$ cat config.mk
export PLATFORM = sky130hd
export DESIGN_NAME = ext_periph_subsys
export DESIGN_NICKNAME = d
export VERILOG_FILES = /design/src/reg_bus_pkg.sv /design/src/periph_pkg.sv /design/src/periph_reg_if.sv /design/src/periph_bus_decode.sv /design/src/pwr_switch_ctrl.sv /design/src/gpio_event_cnt.sv /design/src/intr_ctrl.sv /design/src/ext_periph_subsys.sv
export VERILOG_INCLUDE_DIRS = /design/src
export SDC_FILE = /design/constraint.sdc
export NUM_CORES = 1
export LEC_CHECK = 0
export ABC_AREA = 1
export BUFFER_PORTS_ARGS = -buffer_cell sky130_fd_sc_hd__buf_2
export CAP_MARGIN = 20
export CORE_ASPECT_RATIO = 1.5
export CORE_MARGIN = 1.5
export CORE_UTILIZATION = 50
export DETAILED_ROUTE_END_ITERATION = 6
export PLACE_DENSITY = 0.68
export SLEW_MARGIN = 20
export SYNTH_ARGS = -nofsm -noshare
export SYNTH_HDL_FRONTEND = slang
export SYNTH_SLANG_ARGS = --single-unit
$ cat constraint.sdc
create_clock -name clk_i -period 4.3 [get_ports clk_i]
set_input_delay 1.29 -clock clk_i [delete_from_list [all_inputs] [get_ports clk_i]]
set_output_delay 1.29 -clock clk_i [all_outputs]
set_load 0.02 [all_outputs]
$ cat src/subsys_cfg.svh
/*
 * subsystem configuration macros: bus widths, power domains,
 * switch-cell latency, counter limit and peripheral base addresses
 */
`ifndef SUBSYS_CFG_SVH
`define SUBSYS_CFG_SVH

// register bus
`define ADDR_W 32
`define DATA_W 32

// power-switch controller
`define NUM_DOMAINS 4
`define SWITCH_ACK_LATENCY 15

// event counter wrap limit out of reset
`define CNT_MAX_RESET 2048

// interrupt sources
`define NUM_INT 2

// address map, one window of 2**WINDOW_W bytes per peripheral
`define PWR_BASE 32'h0000_0000
`define CNT_BASE 32'h0000_0100
`define INTR_BASE 32'h0000_0200
`define WINDOW_W 8

`endif

$ cat src/reg_bus_pkg.sv
/*
 * register bus types: address, data, window offset and target select
 */
`include "subsys_cfg.svh"

package reg_bus_pkg;

  typedef logic [`ADDR_W-1:0] reg_addr_t;
  typedef logic [`DATA_W-1:0] reg_data_t;

  // byte offset inside one peripheral window
  typedef logic [`WINDOW_W-1:0] reg_offs_t;

  // decoded target of an access
  typedef enum logic [1:0] {
    SEL_PWR,
    SEL_CNT,
    SEL_INTR,
    SEL_NONE
  } periph_sel_e;

endpackage

$ cat src/periph_pkg.sv
/*
 * peripheral types: register offsets, domain and counter vectors,
 * interrupt bit positions and the power-switch state enum
 */
`include "subsys_cfg.svh"

package periph_pkg;

  import reg_bus_pkg::*;

  typedef logic [`NUM_DOMAINS-1:0] domain_mask_t;
  typedef logic [`DATA_W-1:0] cnt_t;
  typedef logic [`NUM_INT-1:0] intr_vec_t;

  // interrupt source positions in intr_vec_t
  localparam int unsigned INTR_PWR_DONE_BIT = 0;
  localparam int unsigned INTR_CNT_WRAP_BIT = 1;

  // busy flag position in PWR_STATUS
  localparam int unsigned PWR_BUSY_BIT = 8;

  typedef enum logic {
    PWR_IDLE,
    PWR_WAIT_ACK
  } pwr_state_e;

  // power-switch controller window
  localparam reg_offs_t PWR_CTRL_OFFS = 8'h00;
  localparam reg_offs_t PWR_STATUS_OFFS = 8'h04;

  // event counter window
  localparam reg_offs_t CNT_MAX_OFFS = 8'h00;
  localparam reg_offs_t CNT_VAL_OFFS = 8'h04;

  // interrupt controller window
  localparam reg_offs_t INTR_PENDING_OFFS = 8'h00;
  localparam reg_offs_t INTR_ENABLE_OFFS = 8'h04;

endpackage

$ cat src/periph_reg_if.sv
/*
 * one register access from the decoder to a peripheral
 */
`timescale 1ns/1ps

interface periph_reg_if
  import reg_bus_pkg::*;
();

  // request, driven by the decoder
  logic      valid;
  logic      write;
  reg_offs_t offs;
  reg_data_t wdata;

  // same-cycle response from the peripheral
  reg_data_t rdata;
  logic      error;

  modport host (
    output valid,
    output write,
    output offs,
    output wdata,
    input  rdata,
    input  error
  );

  modport dev (
    input  valid,
    input  write,
    input  offs,
    input  wdata,
    output rdata,
    output error
  );

endinterface

$ cat src/periph_bus_decode.sv
/*
 * address window decode, request routing and response mux
 */
`timescale 1ns/1ps
`include "subsys_cfg.svh"

module periph_bus_decode
  import reg_bus_pkg::*;
(
  input  logic      clk_i,
  input  logic      rst_n_i,
  input  logic      reg_valid_i,
  input  logic      reg_write_i,
  input  reg_addr_t reg_addr_i,
  input  reg_data_t reg_wdata_i,
  output reg_data_t reg_rdata_o,
  output logic      reg_error_o,
  periph_reg_if.host pwr_if,
  periph_reg_if.host cnt_if,
  periph_reg_if.host intr_if
);

  localparam int unsigned PAGE_W = `ADDR_W - `WINDOW_W;
  localparam reg_addr_t PWR_BASE_ADDR = `PWR_BASE;
  localparam reg_addr_t CNT_BASE_ADDR = `CNT_BASE;
  localparam reg_addr_t INTR_BASE_ADDR = `INTR_BASE;

  logic [PAGE_W-1:0] page;
  periph_sel_e       sel;

  // address bits above the window pick the peripheral
  assign page = reg_addr_i[`ADDR_W-1:`WINDOW_W];

  always_comb begin
    if (page == PWR_BASE_ADDR[`ADDR_W-1:`WINDOW_W]) begin
      sel = SEL_PWR;
    end else if (page == CNT_BASE_ADDR[`ADDR_W-1:`WINDOW_W]) begin
      sel = SEL_CNT;
    end else if (page == INTR_BASE_ADDR[`ADDR_W-1:`WINDOW_W]) begin
      sel = SEL_INTR;
    end else begin
      sel = SEL_NONE;
    end
  end

  // offset, direction and data fan out to every window
  assign pwr_if.write  = reg_write_i;
  assign pwr_if.offs   = reg_addr_i[`WINDOW_W-1:0];
  assign pwr_if.wdata  = reg_wdata_i;
  assign cnt_if.write  = reg_write_i;
  assign cnt_if.offs   = reg_addr_i[`WINDOW_W-1:0];
  assign cnt_if.wdata  = reg_wdata_i;
  assign intr_if.write = reg_write_i;
  assign intr_if.offs  = reg_addr_i[`WINDOW_W-1:0];
  assign intr_if.wdata = reg_wdata_i;

  // only the selected window sees valid
  assign pwr_if.valid  = reg_valid_i && (sel == SEL_PWR);
  assign cnt_if.valid  = reg_valid_i && (sel == SEL_CNT);
  assign intr_if.valid = reg_valid_i && (sel == SEL_INTR);

  always_comb begin
    case (sel)
      SEL_PWR: begin
        reg_rdata_o = pwr_if.rdata;
        reg_error_o = pwr_if.error;
      end
      SEL_CNT: begin
        reg_rdata_o = cnt_if.rdata;
        reg_error_o = cnt_if.error;
      end
      SEL_INTR: begin
        reg_rdata_o = intr_if.rdata;
        reg_error_o = intr_if.error;
      end
      default: begin
        // hole in the address map
        reg_rdata_o = '0;
        reg_error_o = reg_valid_i;
      end
    endcase
  end

endmodule

$ cat src/pwr_switch_ctrl.sv
/*
 * power-domain switch control with switch-cell acknowledge model
 * and isolation derived from switch and acknowledge
 */
`timescale 1ns/1ps
`include "subsys_cfg.svh"

module pwr_switch_ctrl
  import reg_bus_pkg::*;
  import periph_pkg::*;
(
  input  logic         clk_i,
  input  logic         rst_n_i,
  periph_reg_if.dev    bus_if,
  output domain_mask_t pwr_switch_n_o,
  output domain_mask_t pwr_iso_n_o,
  output logic         pwr_done_o
);

  pwr_state_e   state_q;
  pwr_state_e   state_d;
  domain_mask_t switch_q;
  domain_mask_t ack_n;
  domain_mask_t ack_chain_q [`SWITCH_ACK_LATENCY];
  logic         ctrl_we;
  logic         ack_match;
  reg_data_t    status;

  // stands in for the switch cells, ack follows switch after the latency
  always_ff @(posedge clk_i) begin
    if (!rst_n_i) begin
      for (int i = 0; i < `SWITCH_ACK_LATENCY; i++) begin
        ack_chain_q[i] <= '0;
      end
    end else begin
      ack_chain_q[0] <= switch_q;
      for (int i = 1; i < `SWITCH_ACK_LATENCY; i++) begin
        ack_chain_q[i] <= ack_chain_q[i-1];
      end
    end
  end

  assign ack_n     = ack_chain_q[`SWITCH_ACK_LATENCY-1];
  assign ack_match = (ack_n == switch_q);

  always_comb begin
    state_d = state_q;
    case (state_q)
      PWR_IDLE: begin
        if (ctrl_we) begin
          state_d = PWR_WAIT_ACK;
        end
      end
      PWR_WAIT_ACK: begin
        if (ack_match) begin
          state_d = PWR_IDLE;
        end
      end
      default: state_d = PWR_IDLE;
    endcase
  end

  always_ff @(posedge clk_i) begin
    if (!rst_n_i) begin
      state_q  <= PWR_IDLE;
      switch_q <= '0;
    end else begin
      state_q <= state_d;
      if (ctrl_we) begin
        switch_q <= bus_if.wdata[`NUM_DOMAINS-1:0];
      end
    end
  end

  // one-cycle pulse, state is back to idle at the next edge
  assign pwr_done_o = (state_q == PWR_WAIT_ACK) && ack_match;

  // isolation released only for domains requested on and acknowledged on
  assign pwr_iso_n_o    = ~switch_q & ~ack_n;
  assign pwr_switch_n_o = switch_q;

  always_comb begin
    status = '0;
    status[`NUM_DOMAINS-1:0] = ~ack_n;
    status[PWR_BUSY_BIT] = (state_q == PWR_WAIT_ACK);
  end

  always_comb begin
    bus_if.rdata = '0;
    bus_if.error = 1'b0;
    ctrl_we      = 1'b0;
    if (bus_if.valid) begin
      case (bus_if.offs)
        PWR_CTRL_OFFS: begin
          if (!bus_if.write) begin
            bus_if.rdata = reg_data_t'(switch_q);
          end else if (state_q == PWR_IDLE) begin
            ctrl_we = 1'b1;
          end else begin
            // a switch sequence is still in flight
            bus_if.error = 1'b1;
          end
        end
        PWR_STATUS_OFFS: begin
          if (bus_if.write) begin
            bus_if.error = 1'b1;
          end else begin
            bus_if.rdata = status;
          end
        end
        default: bus_if.error = 1'b1;
      endcase
    end
  end

endmodule

$ cat src/gpio_event_cnt.sv
/*
 * gpio rising-edge counter with programmable wrap limit and toggling output
 */
`timescale 1ns/1ps
`include "subsys_cfg.svh"

module gpio_event_cnt
  import reg_bus_pkg::*;
  import periph_pkg::*;
(
  input  logic      clk_i,
  input  logic      rst_n_i,
  input  logic      gpio_i,
  periph_reg_if.dev bus_if,
  output logic      gpio_o,
  output logic      cnt_wrap_o
);

  logic [1:0] sync_q;
  logic       prev_q;
  logic       rise;
  cnt_t       cnt_q;
  cnt_t       max_q;
  cnt_t       cnt_inc;
  logic       max_we;

  // two-flop synchronizer, then edge detect
  always_ff @(posedge clk_i) begin
    if (!rst_n_i) begin
      sync_q <= '0;
      prev_q <= 1'b0;
    end else begin
      sync_q <= {sync_q[0], gpio_i};
      prev_q <= sync_q[1];
    end
  end

  assign rise    = sync_q[1] && !prev_q;
  assign cnt_inc = cnt_q + cnt_t'(1);

  // a limit write restarts the count and masks a coincident edge
  assign cnt_wrap_o = rise && !max_we && (cnt_inc == max_q);

  always_ff @(posedge clk_i) begin
    if (!rst_n_i) begin
      cnt_q  <= '0;
      max_q  <= cnt_t'(`CNT_MAX_RESET);
      gpio_o <= 1'b0;
    end else if (max_we) begin
      cnt_q <= '0;
      max_q <= bus_if.wdata;
    end else if (cnt_wrap_o) begin
      cnt_q  <= '0;
      gpio_o <= !gpio_o;
    end else if (rise) begin
      cnt_q <= cnt_inc;
    end
  end

  always_comb begin
    bus_if.rdata = '0;
    bus_if.error = 1'b0;
    max_we       = 1'b0;
    if (bus_if.valid) begin
      case (bus_if.offs)
        CNT_MAX_OFFS: begin
          if (!bus_if.write) begin
            bus_if.rdata = max_q;
          end else if (bus_if.wdata == '0) begin
            // zero limit would never wrap
            bus_if.error = 1'b1;
          end else begin
            max_we = 1'b1;
          end
        end
        CNT_VAL_OFFS: begin
          if (bus_if.write) begin
            bus_if.error = 1'b1;
          end else begin
            bus_if.rdata = cnt_q;
          end
        end
        default: bus_if.error = 1'b1;
      endcase
    end
  end

endmodule

$ cat src/intr_ctrl.sv
/*
 * pending and enable registers forming the masked interrupt vector
 */
`timescale 1ns/1ps
`include "subsys_cfg.svh"

module intr_ctrl
  import reg_bus_pkg::*;
  import periph_pkg::*;
(
  input  logic      clk_i,
  input  logic      rst_n_i,
  input  logic      pwr_done_i,
  input  logic      cnt_wrap_i,
  periph_reg_if.dev bus_if,
  output intr_vec_t intr_vector_o
);

  intr_vec_t pending_q;
  intr_vec_t enable_q;
  intr_vec_t events;
  intr_vec_t clr;
  logic      enable_we;

  always_comb begin
    events = '0;
    events[INTR_PWR_DONE_BIT] = pwr_done_i;
    events[INTR_CNT_WRAP_BIT] = cnt_wrap_i;
  end

  always_ff @(posedge clk_i) begin
    if (!rst_n_i) begin
      pending_q <= '0;
      enable_q  <= '0;
    end else begin
      // a new event beats a clear in the same cycle
      pending_q <= (pending_q & ~clr) | events;
      if (enable_we) begin
        enable_q <= bus_if.wdata[`NUM_INT-1:0];
      end
    end
  end

  assign intr_vector_o = pending_q & enable_q;

  always_comb begin
    bus_if.rdata = '0;
    bus_if.error = 1'b0;
    clr          = '0;
    enable_we    = 1'b0;
    if (bus_if.valid) begin
      case (bus_if.offs)
        INTR_PENDING_OFFS: begin
          if (bus_if.write) begin
            clr = bus_if.wdata[`NUM_INT-1:0];
          end else begin
            bus_if.rdata = reg_data_t'(pending_q);
          end
        end
        INTR_ENABLE_OFFS: begin
          if (bus_if.write) begin
            enable_we = 1'b1;
          end else begin
            bus_if.rdata = reg_data_t'(enable_q);
          end
        end
        default: bus_if.error = 1'b1;
      endcase
    end
  end

endmodule

$ cat src/ext_periph_subsys.sv
/*
 * external peripheral subsystem top: decoder, power switch,
 * event counter and interrupt controller
 */
`timescale 1ns/1ps

module ext_periph_subsys
  import reg_bus_pkg::*;
  import periph_pkg::*;
(
  input  logic         clk_i,
  input  logic         rst_n_i,
  input  logic         reg_valid_i,
  input  logic         reg_write_i,
  input  reg_addr_t    reg_addr_i,
  input  reg_data_t    reg_wdata_i,
  output reg_data_t    reg_rdata_o,
  output logic         reg_error_o,
  input  logic         gpio_i,
  output logic         gpio_o,
  output domain_mask_t pwr_switch_n_o,
  output domain_mask_t pwr_iso_n_o,
  output intr_vec_t    intr_vector_o
);

  logic pwr_done;
  logic cnt_wrap;

  periph_reg_if pwr_if ();
  periph_reg_if cnt_if ();
  periph_reg_if intr_if ();

  periph_bus_decode periph_bus_decode_i (
    .clk_i       (clk_i),
    .rst_n_i     (rst_n_i),
    .reg_valid_i (reg_valid_i),
    .reg_write_i (reg_write_i),
    .reg_addr_i  (reg_addr_i),
    .reg_wdata_i (reg_wdata_i),
    .reg_rdata_o (reg_rdata_o),
    .reg_error_o (reg_error_o),
    .pwr_if      (pwr_if),
    .cnt_if      (cnt_if),
    .intr_if     (intr_if)
  );

  pwr_switch_ctrl pwr_switch_ctrl_i (
    .clk_i          (clk_i),
    .rst_n_i        (rst_n_i),
    .bus_if         (pwr_if),
    .pwr_switch_n_o (pwr_switch_n_o),
    .pwr_iso_n_o    (pwr_iso_n_o),
    .pwr_done_o     (pwr_done)
  );

  gpio_event_cnt gpio_event_cnt_i (
    .clk_i      (clk_i),
    .rst_n_i    (rst_n_i),
    .gpio_i     (gpio_i),
    .bus_if     (cnt_if),
    .gpio_o     (gpio_o),
    .cnt_wrap_o (cnt_wrap)
  );

  // both event pulses end up in the interrupt vector
  intr_ctrl intr_ctrl_i (
    .clk_i         (clk_i),
    .rst_n_i       (rst_n_i),
    .pwr_done_i    (pwr_done),
    .cnt_wrap_i    (cnt_wrap),
    .bus_if        (intr_if),
    .intr_vector_o (intr_vector_o)
  );

endmodule

==> qor.csv <==
metric,value,unit
post_drt_wl_per_cell,14.67,um
max_stage_delay,0.19,ns
yosysTopAreaCell,dfxtp_1,
detail_route.first_pass.iterations,7,
ir_worst_vdd,0.2965,mV
clk_latency,0.44,ns
antenna_cells,0,
synth_common_cells,"402 x nand2_1, 177 x inv_1, 137 x dfxtp_1, 136 x nor2_1, 97 x nand3_1",
setup_viol,0,
rsz0062_at_grt,true,
die_w,103.3,um
synthFlopType,dfxtp_1,
synth_area_leaders,"dfxtp_1 36%, nand2_1 20%, inv_1 8.8%",
drt_iter0_drc,358,
cap_violations,0,
nets,1414,
cp.arrival,2.90,ns
clock.fmax,238.8,MHz
cts_buffer_depth,2,
status,"complete, no violations",
hold_path_class,reg2reg,
cts_tree,built,
die_y,153.5,um
cp.required,3.01,ns
synth_warnings,0,
syn2layout_area_growth,20.07,%
period_share,0.9738,
slowest_stage,nor2_2,
rows,54,
start_util,0.5150,
synth_compound_area_frac,0.1070,
synth-edff-count,0,
synth-xor-area-share,0.001160,
layout-drive-gt1-share,0.1877,
reg2reg_slack,1.34,ns
synthesis.area,7551,um2
clkTransAtPathRegs,0.07,ns
grt_pass1_wl,35550,um
grt_max_degree,42,
p_seq_frac,0.440,
maxSlewViolCount,0,
synth_most_common_cell,nand2_1,
grtUsageTotal,0.2920,
vias,7966,
synth_area_per_cell,6.164,um2
ys_types,36,
clkPwrFrac,0.485,
cts_resized,0,
hpwl,17260,um
crit_fanout,5,
cts_root_buf,clkbuf_16,
wl,22720,um
syn_nets,1299,
cp_common_cell,nor2_1,
drc,0,
synthMuxAreaShare,0,
synthSimpleGateAreaFrac,0.4073,
relSlewSlack,0.5718,
synth_top_family_by_area,simple AND/OR/NAND/NOR gates,
power_density,328.6,nW/um2
cts_setup_buffers,0,
worst_pin_slew,0.6423,ns
avgViaCountPerCell,5.143,
path_buf_inv,3,
async_flop_share,0,
critPathTopFamily,simple AND/OR/NAND/NOR gates,
antenna_found_initial,0,
post-synth-top-area-fraction,0.3632,
first_global_vias,7280,
p_switching,0.8384,mW
hold_violations,0,
clock_sink_count,137,
holdWs,0.4121,ns
cts_buffers,17,
synth_fa_ha_area_frac,0.008285,
fin_worst_skew,0.01236,ns
p_int,2.141,mW
place_congestion,0.9275,
htree_levels,4,
path_cells,buf_2 > nor2_1 > nand2_2 > nor2_4 > nand4_1 > nor2_1 > nand2_1 > nor2_2 > inv_2 > o21ai_0 > a22o_1 > buf_4,
ctsHoldBuffers,0,
synth-seq-area-share,0.3632,
fp.dieArea,15860,um2
combPwrFrac,0.075,
fp.coreArea,14660,um2
p_sw_frac,0.2814,
ioPinCount,113,
worstSetupPathType,in2out,
portBuffers,112,
antenna_left,0,
synth_seq_cells,137,
syn_inst,1225,
final_cells,1549,
critPathLaunchType,input port,
period_minus_slack,4.187,ns
overflow,0,
power.leakage,4.413,nW
crit_path_end_kind,primary output,
place_inst,1516,
-- placed cells by master, fill, tap and decap left out, types with 2 or more instances in the layout --
cell type / instances
nor2_1: 125
nand3_2: 4
a22o_1: 2
o22ai_1: 3
ha_1: 5
nand3_1: 95
inv_6: 5
o21ai_0: 74
nand4_1: 6
nand2_2: 21
nand2_1: 393
nor2_4: 10
buf_4: 29
clkinv_1: 3
clkinv_8: 2
nand3b_1: 5
o21ai_1: 4
nor3_1: 4
nor2_2: 44
a21oi_1: 59
inv_1: 174
o31ai_1: 2
clkbuf_16: 17
clkinvlp_4: 2
inv_2: 3
inv_8: 5
a21oi_2: 2
buf_2: 98
nand2_4: 2
dfxtp_1: 137
nor3_2: 2
-- sequential cells by signal, indices dropped and copies added, names as in the netlist --
name                              count
gpio_event_cnt_i.cnt_q               32
gpio_event_cnt_i.gpio_o               1
gpio_event_cnt_i.max_q               32
gpio_event_cnt_i.prev_q               1
gpio_event_cnt_i.sync_q               2
intr_ctrl_i.enable_q                  2
intr_ctrl_i.pending_q                 2
pwr_switch_ctrl_i.ack_chain_q        60
pwr_switch_ctrl_i.pwr_switch_n_o      4
pwr_switch_ctrl_i.state_q             1
-- layer usage --
layer / global-route usage / part of all wire / up-vias
li1: - / - / 4042
met1: 0.3343 / 0.40 / 3589
met2: 0.5061 / 0.50 / 273
met3: 0.04955 / 0.053 / 62
met4: 0.1532 / 0.048 / 0
met5: 0 / 0 / -
-- worst reg2reg max path, stage by stage, from the launching register on --
cell     delay [ns]
dfxtp_1        0.46
nand2_1        0.13
nor2_1         0.41
nand2_2        0.12
nor2_4         0.23
nand2_1        0.09
nand2_1        0.10
nand2_1        0.09
nand2_1        0.06
nand2_1        0.05
nor2_1         0.11
nand2_1        0.08
nor2_1         0.14
nand3_2        0.18
nand3_4        0.48
nor2_1         0.08
-- cell families (layout without fill, tap and decap cells) --
family / after synthesis / after routing
AO/OA/AOI/OAI: 154 / 154
XOR/XNOR: 1 / 1
adder cells (fa/ha/maj): 5 / 5
buffers and inverters: 214 / 342
flip-flops: 137 / 137
AND/OR/NAND/NOR: 714 / 714
-- final timing paths --
check	cells past startpoint	from	to
max	12	reg_addr_i[19]	reg_rdata_o[2]
min	2	pwr_switch_ctrl_i.ack_chain_q[0][13]$_SDFF_PN0_	pwr_switch_ctrl_i.ack_chain_q[0][17]$_SDFF_PN0_
max reg2reg	15	gpio_event_cnt_i.cnt_q[11]$_SDFFE_PP0P_	gpio_event_cnt_i.cnt_q[0]$_SDFFE_PP0P_
min reg2reg	2	pwr_switch_ctrl_i.ack_chain_q[0][13]$_SDFF_PN0_	pwr_switch_ctrl_i.ack_chain_q[0][17]$_SDFF_PN0_
-- power groups by stage --
stage | Clock [mW] | Combinational, mW | Sequential [mW]
after global routing | 1.51 | 0.252 | 1.31
after global placement | 0 | 0.214 | 1.34
after detailed placement | 0 | 0.216 | 1.34
after CTS | 1.45 | 0.218 | 1.31
final | 1.44 | 0.224 | 1.31
after floorplan | 0 | 0.148 | 1.33
-- per-stage QoR --
stage                     instance area [um2]  total power, mW  setup WS, ns    util  TNS [ns]
after floorplan                          7551            1.478        0.2017       -         0
after global placement                   8324            1.554       0.03157  0.5678         0
after detailed placement                 8324            1.556       0.02438  0.5678         0
after CTS                                8902            2.981       0.01751  0.6072         0
after global routing                     9066            3.071      -0.01194  0.6184  -0.01792
final                                    9066            2.979        0.1127  0.6184         0
-- cell type report --
class / count / area, um2
fillers: 1455 / 5595
multi-input cells: 874 / 4058
clock buffers: 17 / 425.4
inverters: 180 / 675.6
clock inverters: 15 / 152.6
repair buffers: 130 / 767.0
well taps: 196 / 245.2
flip-flops and latches: 137 / 2743
No activity file was read; power rests on OpenSTA's default activity.
